<file path="src/hdl/reg_table_config.svh">
/*
 * Sizing macros for the register table scoreboard.
 * Include wherever table depth, warp width or operand count is needed.
 */

`ifndef REG_TABLE_CONFIG_SVH
`define REG_TABLE_CONFIG_SVH

// ######################################
// Table geometry
// ######################################

// Entries in the table, one per in-flight tag
`define RT_NUM_TAGS 4

// Subwarps tracked separately
`define RT_WARP_WIDTH 2

// ######################################
// Instruction format
// ######################################

// Bits of an architectural register index
`define RT_REG_IDX_WIDTH 2

// Source operands looked up per decoded instruction
`define RT_OPERANDS 2

`endif

</file>
<file path="src/hdl/reg_table_pkg.sv">
/*
 * Shared types of the register table: tags, register indices, entries and requests.
 * Modules import it inside their body and use scoped names in their port lists.
 */

`include "reg_table_config.svh"

`default_nettype none

package reg_table_pkg;

    // ######################################
    // Field widths
    // ######################################

    // Tag bits follow table depth
    localparam int unsigned TAG_WIDTH        = $clog2(`RT_NUM_TAGS);
    // Single subwarp still needs one id bit
    localparam int unsigned SUBWARP_ID_WIDTH =
        (`RT_WARP_WIDTH > 1) ? $clog2(`RT_WARP_WIDTH) : 1;

    // ######################################
    // Scalar types
    // ######################################

    typedef logic [TAG_WIDTH-1:0]          tag_t;
    typedef logic [`RT_REG_IDX_WIDTH-1:0]  reg_idx_t;
    typedef logic [SUBWARP_ID_WIDTH-1:0]   subwarp_id_t;

    // ######################################
    // Bundles
    // ######################################

    // One scoreboard slot
    typedef struct packed {
        subwarp_id_t subwarp_id;
        reg_idx_t    dst;
        tag_t        producer;
    } rt_entry_t;

    // Decoder insert request
    typedef struct packed {
        tag_t        tag;
        subwarp_id_t subwarp_id;
        reg_idx_t    dst;
    } rt_insert_t;

    // Execution unit writeback, no back-pressure
    typedef struct packed {
        logic valid;
        tag_t tag;
    } rt_eu_resp_t;

    // Per-operand vectors
    typedef reg_idx_t [`RT_OPERANDS-1:0] operand_regs_t;
    typedef tag_t     [`RT_OPERANDS-1:0] operand_tags_t;

endpackage

`default_nettype wire

</file>
<file path="src/hdl/operand_dep_check.sv">
/*
 * Combinational dependency lookup for the operands of the decoded instruction.
 * Same-cycle writeback bypass marks an operand ready as its producer returns.
 */

`include "reg_table_config.svh"

`timescale 1ns/1ps
`default_nettype none

module operand_dep_check (
    // Lookup key, shared by all operands
    input  reg_table_pkg::subwarp_id_t                   subwarp_id_i,
    input  reg_table_pkg::operand_regs_t                 operands_reg_i,

    // Table state from the storage
    input  reg_table_pkg::rt_entry_t [`RT_NUM_TAGS-1:0]  entries_i,
    input  logic [`RT_NUM_TAGS-1:0]                      entry_valid_i,

    // Writeback seen this cycle
    input  reg_table_pkg::rt_eu_resp_t                   eu_resp_i,

    // Toward the wait buffer
    output logic [`RT_OPERANDS-1:0]                      operands_ready_o,
    output reg_table_pkg::operand_tags_t                 operands_tag_o
);

    import reg_table_pkg::*;

    // ######################################
    // Signals
    // ######################################

    // Entry hits, one row per operand
    logic [`RT_OPERANDS-1:0][`RT_NUM_TAGS-1:0] op_match;
    // Operand waits on some entry
    logic [`RT_OPERANDS-1:0]                   op_found;
    // Producer of the winning entry
    operand_tags_t                             op_tag;
    // Producer returns this cycle
    logic [`RT_OPERANDS-1:0]                   op_bypass;

    // ######################################
    // Entry compare
    // ######################################

    for (genvar op = 0; op < `RT_OPERANDS; op++) begin : gen_op
        for (genvar e = 0; e < `RT_NUM_TAGS; e++) begin : gen_entry
            // Register and subwarp both have to match
            assign op_match[op][e] = entry_valid_i[e]
                                     && (entries_i[e].dst == operands_reg_i[op])
                                     && (entries_i[e].subwarp_id == subwarp_id_i);
        end
    end

    // ######################################
    // Priority select
    // ######################################

    always_comb begin
        for (int op = 0; op < `RT_OPERANDS; op++) begin
            op_found[op] = |op_match[op];
            // No hit reads tag zero
            op_tag[op]   = '0;
            // Walk downward so the lowest hit is written last
            for (int e = `RT_NUM_TAGS - 1; e >= 0; e--) begin
                if (op_match[op][e]) begin
                    op_tag[op] = entries_i[e].producer;
                end
            end
        end
    end

    // ######################################
    // Writeback bypass
    // ######################################

    always_comb begin
        for (int op = 0; op < `RT_OPERANDS; op++) begin
            op_bypass[op] = eu_resp_i.valid && (eu_resp_i.tag == op_tag[op]);
        end
    end

    // Ready when nothing pending or the producer is on the bus now
    assign operands_ready_o = ~op_found | op_bypass;

    // Tag still names the producer during a bypass
    assign operands_tag_o = op_tag;

endmodule

`default_nettype wire

</file>
<file path="src/hdl/reg_table.sv">
/*
 * Scoreboard top of the issue stage, tracking the producer tag of each destination.
 * Decoder inserts, the execution unit retires, operand lookups answer in the same cycle.
 */

`include "reg_table_config.svh"

`timescale 1ns/1ps
`default_nettype none

module reg_table (
    input  logic                           clk_i,
    input  logic                           arst_n_i,

    // Decoder side
    input  logic                           insert_i,
    input  reg_table_pkg::rt_insert_t      insert_req_i,
    input  reg_table_pkg::operand_regs_t   operands_reg_i,
    output logic                           space_available_o,

    // Execution unit writeback
    input  reg_table_pkg::rt_eu_resp_t     eu_resp_i,

    // Fetcher side, no pending destination
    output logic                           all_dst_written_o,

    // Wait buffer side
    output logic [`RT_OPERANDS-1:0]        operands_ready_o,
    output reg_table_pkg::operand_tags_t   operands_tag_o
);

    import reg_table_pkg::*;

    // ######################################
    // Storage to lookup
    // ######################################

    rt_entry_t [`RT_NUM_TAGS-1:0] entries;
    logic [`RT_NUM_TAGS-1:0]      entry_valid;

    // ######################################
    // Storage
    // ######################################

    // Updates land one edge after the request
    reg_table_store u_store (
        .clk_i             (clk_i),
        .arst_n_i          (arst_n_i),
        .insert_i          (insert_i),
        .insert_req_i      (insert_req_i),
        .eu_resp_i         (eu_resp_i),
        .entries_o         (entries),
        .entry_valid_o     (entry_valid),
        .space_available_o (space_available_o),
        .all_dst_written_o (all_dst_written_o)
    );

    // ######################################
    // Operand lookup
    // ######################################

    // Operands belong to the subwarp of the request
    operand_dep_check u_dep_check (
        .subwarp_id_i     (insert_req_i.subwarp_id),
        .operands_reg_i   (operands_reg_i),
        .entries_i        (entries),
        .entry_valid_i    (entry_valid),
        .eu_resp_i        (eu_resp_i),
        .operands_ready_o (operands_ready_o),
        .operands_tag_o   (operands_tag_o)
    );

endmodule

`default_nettype wire

</file>
<file path="src/hdl/reg_table_store.sv">
/*
 * Entry storage of the scoreboard with clear, reuse and allocate update rules.
 * Exports its state to the operand check and drives the space and all-written flags.
 */

`include "reg_table_config.svh"

`timescale 1ns/1ps
`default_nettype none

module reg_table_store (
    input  logic                                         clk_i,
    input  logic                                         arst_n_i,

    // Decoder insert, gated here by the full flag
    input  logic                                         insert_i,
    input  reg_table_pkg::rt_insert_t                    insert_req_i,

    // Writeback from the execution unit
    input  reg_table_pkg::rt_eu_resp_t                   eu_resp_i,

    // State toward the operand check
    output reg_table_pkg::rt_entry_t [`RT_NUM_TAGS-1:0]  entries_o,
    output logic [`RT_NUM_TAGS-1:0]                      entry_valid_o,

    // Status flags
    output logic                                         space_available_o,
    output logic                                         all_dst_written_o
);

    import reg_table_pkg::*;

    // ######################################
    // Signals
    // ######################################

    // Registered table
    rt_entry_t [`RT_NUM_TAGS-1:0] entries_q;
    rt_entry_t [`RT_NUM_TAGS-1:0] entries_d;
    logic [`RT_NUM_TAGS-1:0]      valid_q;
    logic [`RT_NUM_TAGS-1:0]      valid_d;

    // Per-entry match vectors on pre-edge state
    logic [`RT_NUM_TAGS-1:0]      clear_match;
    logic [`RT_NUM_TAGS-1:0]      reuse_match;
    logic [`RT_NUM_TAGS-1:0]      reuse_sel;
    logic [`RT_NUM_TAGS-1:0]      free_sel;

    logic                         reuse_hit;
    logic                         insert_en;

    // Keep only the lowest set bit
    function automatic logic [`RT_NUM_TAGS-1:0] lowest_set(
        input logic [`RT_NUM_TAGS-1:0] vec
    );
        logic [`RT_NUM_TAGS-1:0] sel;
        logic                    seen;
        sel  = '0;
        seen = 1'b0;
        for (int i = 0; i < `RT_NUM_TAGS; i++) begin
            if (vec[i] && !seen) begin
                sel[i] = 1'b1;
                seen   = 1'b1;
            end
        end
        return sel;
    endfunction

    // ######################################
    // Status flags
    // ######################################

    // Full only when every slot holds a destination
    assign space_available_o = ~(&valid_q);
    // Nothing pending
    assign all_dst_written_o = ~(|valid_q);

    // Only accepted inserts touch the table
    assign insert_en = insert_i & space_available_o;

    // ######################################
    // Match logic
    // ######################################

    always_comb begin
        for (int i = 0; i < `RT_NUM_TAGS; i++) begin
            // Writeback retires every slot of that producer
            clear_match[i] = eu_resp_i.valid && valid_q[i]
                             && (entries_q[i].producer == eu_resp_i.tag);
            // Same destination in the same subwarp
            reuse_match[i] = valid_q[i]
                             && (entries_q[i].dst == insert_req_i.dst)
                             && (entries_q[i].subwarp_id == insert_req_i.subwarp_id);
        end
    end

    assign reuse_hit = |reuse_match;
    assign reuse_sel = lowest_set(reuse_match);
    // Lowest free slot before the edge
    assign free_sel  = lowest_set(~valid_q);

    // ######################################
    // Next state
    // ######################################

    always_comb begin
        entries_d = entries_q;
        // Clear first, insert below may revive a slot
        valid_d   = valid_q & ~clear_match;

        if (insert_en) begin
            for (int i = 0; i < `RT_NUM_TAGS; i++) begin
                if (reuse_hit) begin
                    // Reuse wins over a same-edge clear
                    if (reuse_sel[i]) begin
                        valid_d[i]            = 1'b1;
                        entries_d[i].producer = insert_req_i.tag;
                    end
                end else if (free_sel[i]) begin
                    valid_d[i]   = 1'b1;
                    entries_d[i] = '{subwarp_id: insert_req_i.subwarp_id,
                                     dst:        insert_req_i.dst,
                                     producer:   insert_req_i.tag};
                end
            end
        end
    end

    // ######################################
    // Registers
    // ######################################

    always_ff @(posedge clk_i or negedge arst_n_i) begin
        if (!arst_n_i) begin
            valid_q   <= '0;
            entries_q <= '0;
        end else begin
            valid_q   <= valid_d;
            entries_q <= entries_d;
        end
    end

    // Read side sees registered state only
    assign entries_o     = entries_q;
    assign entry_valid_o = valid_q;

endmodule

`default_nettype wire

</file>
<file path="config.mk">
export PLATFORM = sky130hd
export DESIGN_NAME = reg_table
export DESIGN_NICKNAME = d
export VERILOG_FILES = /design/src/hdl/reg_table_pkg.sv /design/src/hdl/operand_dep_check.sv /design/src/hdl/reg_table.sv /design/src/hdl/reg_table_store.sv
export VERILOG_INCLUDE_DIRS = /design/src /design/src/hdl
export SDC_FILE = /design/constraint.sdc
export NUM_CORES = 1
export LEC_CHECK = 0
export BUFFER_PORTS_ARGS = -buffer_cell sky130_fd_sc_hd__buf_4
export CAP_MARGIN = 20
export CORE_ASPECT_RATIO = 1.4
export CORE_MARGIN = 10
export CORE_UTILIZATION = 63
export DETAILED_ROUTE_END_ITERATION = 10
export MAX_ROUTING_LAYER = met4
export PLACE_DENSITY = 0.85
export SETUP_SLACK_MARGIN = 0.2
export SLEW_MARGIN = 25
export SYNTH_ARGS = -nofsm -noshare
export SYNTH_HDL_FRONTEND = slang
export SYNTH_SLANG_ARGS = --single-unit
</file>
<file path="constraint.sdc">
create_clock -name clk_i -period 5.6 [get_ports clk_i]
set_clock_uncertainty 0.1 [all_clocks]
set_input_delay 0.56 -clock clk_i [delete_from_list [all_inputs] [get_ports clk_i]]
set_output_delay 0.56 -clock clk_i [all_outputs]
set_load 0.05 [all_outputs]
</file>
==> summary.txt <==
Run status
  – Outcome: finished clean

Route
  – DR vias/cell: 6.43
  – Drt total wl: 4690 um
  – Drt initial violations: 121
  – Routed Antenna Nets: 0
  – DRC errors left: 0
  – Wire per inst: 20.0 um
  – First-pass DRT Iterations: 4
  – Via count: 1510

Setup path
  – Setup CP Type: input pin to output pin
  – Slowest stage delay, CP: 0.32 ns
  – Crit-path cells: buf_4 > xnor2_2 > nand4_1 > o21a_1 > a21oi_1 > xor2_1 > o22ai_1 > buf_4
  – Worst-path maximum fanout: 8
  – Most used cell, CP: buf_4
  – Worst setup EP type: output pin
  – WP data required: 4.94 ns
  – Crit. Startpoint: insert_req_i[2]
  – Worst reg2reg path startpoint: u_store.entry_valid_o[2]
  – Worst Path Arrival: 2.31 ns
  – Slowest cell on crit path: nand4_1
  – Nature of the critical path startpoint: input pin

Global route
  – Largest net degree at the start of global routing: 25
  – Initial antenna violation count: 0
  – First-pass GRT wire length: 7960 um
  – Number of global-route vias before repair: 1615
  – Grt total ovfl: 0
  – Tot GR Track Use: 18.1%

Clocking
  – Hold buffers post-CTS: 0
  – CTS tree: yes
  – CTS H-tree lvls: 1
  – Clock slew at reported path FFs: 0.08 ns
  – Num CTS Buffers: 3
  – Post-CTS setup buffer count: 0
  – Max clock buf depth: 2
  – Post_cts resized: 0
  – Sink Count: 24
  – Clock latency on the worst-skew pair: 0.27 ns
  – Root buf cell: clkbuf_8

Timing
  – Fin crit share: 53.0%
  – Count of final setup violators: 0
  – Fin. Hold Viols: 0
  – RSZ-0062 raised after global routing: no
  – Setup TNS: 0 ns
  – Worst-Margin Slew: 0.493 ns
  – Fin crit period: 2.97 ns
  – Max_slew headroom: 67.1%
  – Fin. max-slew vios: 0
  – Highest Clock Rate: 337 MHz

Power and ir drop
  – Comb power frac: 60.0%
  – Clock share of power: 9.0%
  – VDD IR max: 368 uV
  – Seq pwr share: 31.0%
  – Psw: 651 uW
  – Leak: 0.000851 uW
  – Sw frac: 49.0%
  – Pwr dens: 628 nW/um^2
  – Int Pwr: 677 uW

Synthesis
  – Combinational family with the most area after synthesis: simple AND/OR/NAND/NOR gates
  – FFs w/ async S/R, synth: 100%
  – Cell variety after synth: 45
  – Register area share after synthesis: 31.6%
  – Post-synth top flop: dfrtp_1
  – Synth Area in XOR/XNOR: 19.8%
  – Syn Inst Count: 183
  – Post-synthesis mux area share: 11.1%
  – Area of the mapped netlist: 1900 sq um
  – Compound-Gate Fraction of Synth Area: 12.6%
  – Average size of a mapped cell: 10.4 sq um
  – FF+latch count, synth: 24
  – Yosys warns: 0
  – Number of synthesized flops with an enable pin: 0
  – Post-synth net total: 198
  – Adder-cell share of the synthesized area: 0%
  – Post-synthesis simple-gate area fraction: 21.8%

Place
  – Placed cell area: 2060 sq um
  – Post-DP HPWL: 3720 um
  – Routability cong.: 0.902
  – Port Buffers: 22

Finish
  – Multi-input gate area: 1240 sq um
  – Layout cells sized above 1: 31.3%
  – # fillers: 226
  – Antenna diodes: 0
  – Commonest cells after routing, fill and taps aside: xnor2_1, dfrtp_1, buf_4
  – Area Overhead vs Synth: 11.2%
  – FF/Latch Area: 601 sq um
  – Final instance area: 2110 sq um
  – Fin nets: 214

Floorplanning
  – Number of core rows: 23
  – Die Ht: 85.0 um
  – Top Ports: 23
  – Core box area: 2880 sq um
  – Full die area: 5650 sq um
  – Die span in x: 66.4 um
  – Initial Utilization: 66.1%

Worst hold path
  – Min-Delay Path Class: input pin to asynchronous set/reset pin

Flow run
  – MaxCap Viol Count: 0
==> metal layers <==
metal / wire [um] / GRT usage (%) / part of all wire (%) / vias up
li1: - / - / - / 704
met1: 1720 / 18.3 / 37 / 731
met2: 2490 / 31.5 / 53 / 56
met3: 280 / 3.55 / 6.0 / 19
met4: 197 / 9.56 / 4.2 / 0
met5: 0 / - / 0 / -
==> stage by stage <==
step           hold WS [ns]  setup slack (ns)  power, uW  util, %  cells
6_report             0.0679              2.63       1330     73.5    235
5_1_grt              0.0789              2.43       1410     73.5    235
4_1_cts              0.0772              2.65       1330     73.5    235
3_5_place_dp          0.372              2.65       1200     71.6    231
3_3_place_gp          0.364              2.70       1170     71.6    231
2_1_floorplan         0.164              1.78       1010        -    183
==> worst max-delay path, delay by kind of cell <==
family	cells	cell delay, ns
AND/OR/NAND/NOR	1	0.32
buffers and inverters	2	0.37
AO/OA/AOI/OAI	3	0.58
XOR/XNOR	2	0.47
==> logic make-up after synthesis <==
group,after synthesis
AOI/OAI and AO/OA,35
xor gates and xnor gates,37
buffers and inverters,13
DFF,24
muxes,18
and+or+nand+nor,56
==> worst paths after layout <==
kind,endpoint,slack (ns),cells after the start
worst min-delay path,u_store.entries_o[0],0.07,1
worst max-delay path,operands_ready_o[0],2.63,8
worst max register to register,u_store.entries_o[17],3.42,5
worst min register to register,u_store.entries_o[15],0.48,1
max in group asynchronous,u_store.entries_o[12],5.09,1
min in group clk_i,u_store.entries_o[6],0.41,3
==> layout make-up <==
class                   instances  share of cell area (%)
inverters                       2                   0.355
repair buffers                 22                    7.81
well taps                      37                    2.19
flip-flops and latches         24                    28.4
multi-input cells             146                    58.6
clock buffers                   4                    2.60
==> state kept, by name, indices dropped and copies added (netlist names) <==
register	count
u_store.entries_o	20
u_store.entry_valid_o	4
==> synthesized netlist by cell type (2+ instances only) <==
library cell,n,area [sq um]
dfrtp_1,24,601
xnor2_1,24,210
mux2_2,16,180
nand2_1,13,48.8
nand4_1,9,56.3
xor2_1,9,78.8
a21oi_1,8,40.0
nor2_1,7,26.3
clkbuf_1,6,22.5
o21ai_0,6,30.0
buf_2,4,20.0
nand3_1,4,20.0
o22ai_1,4,25.0
nand2b_1,3,18.8
nor4_1,3,18.8
a21o_1,2,15.0
a22oi_1,2,15.0
a311o_1,2,20.0
a31o_2,2,17.5
and4_1,2,17.5
inv_1,2,7.51
mux2_4,2,30.0
nand4_4,2,42.5
nor4b_2,2,30.0
o211ai_1,2,15.0
o21a_1,2,15.0
o22a_1,2,17.5
xnor2_2,2,32.5
==> power by group through the flow <==
stage                     Sequential, uW  Clock [uW]  Combinational (uW)
after floorplan                      351           0                 659
after global routing                 423         127                 862
after global placement               402           0                 767
after CTS                            409         121                 798
final                                412         119                 797
after detailed placement             410           0                 792
No activity file was read; power rests on OpenSTA's default activity.
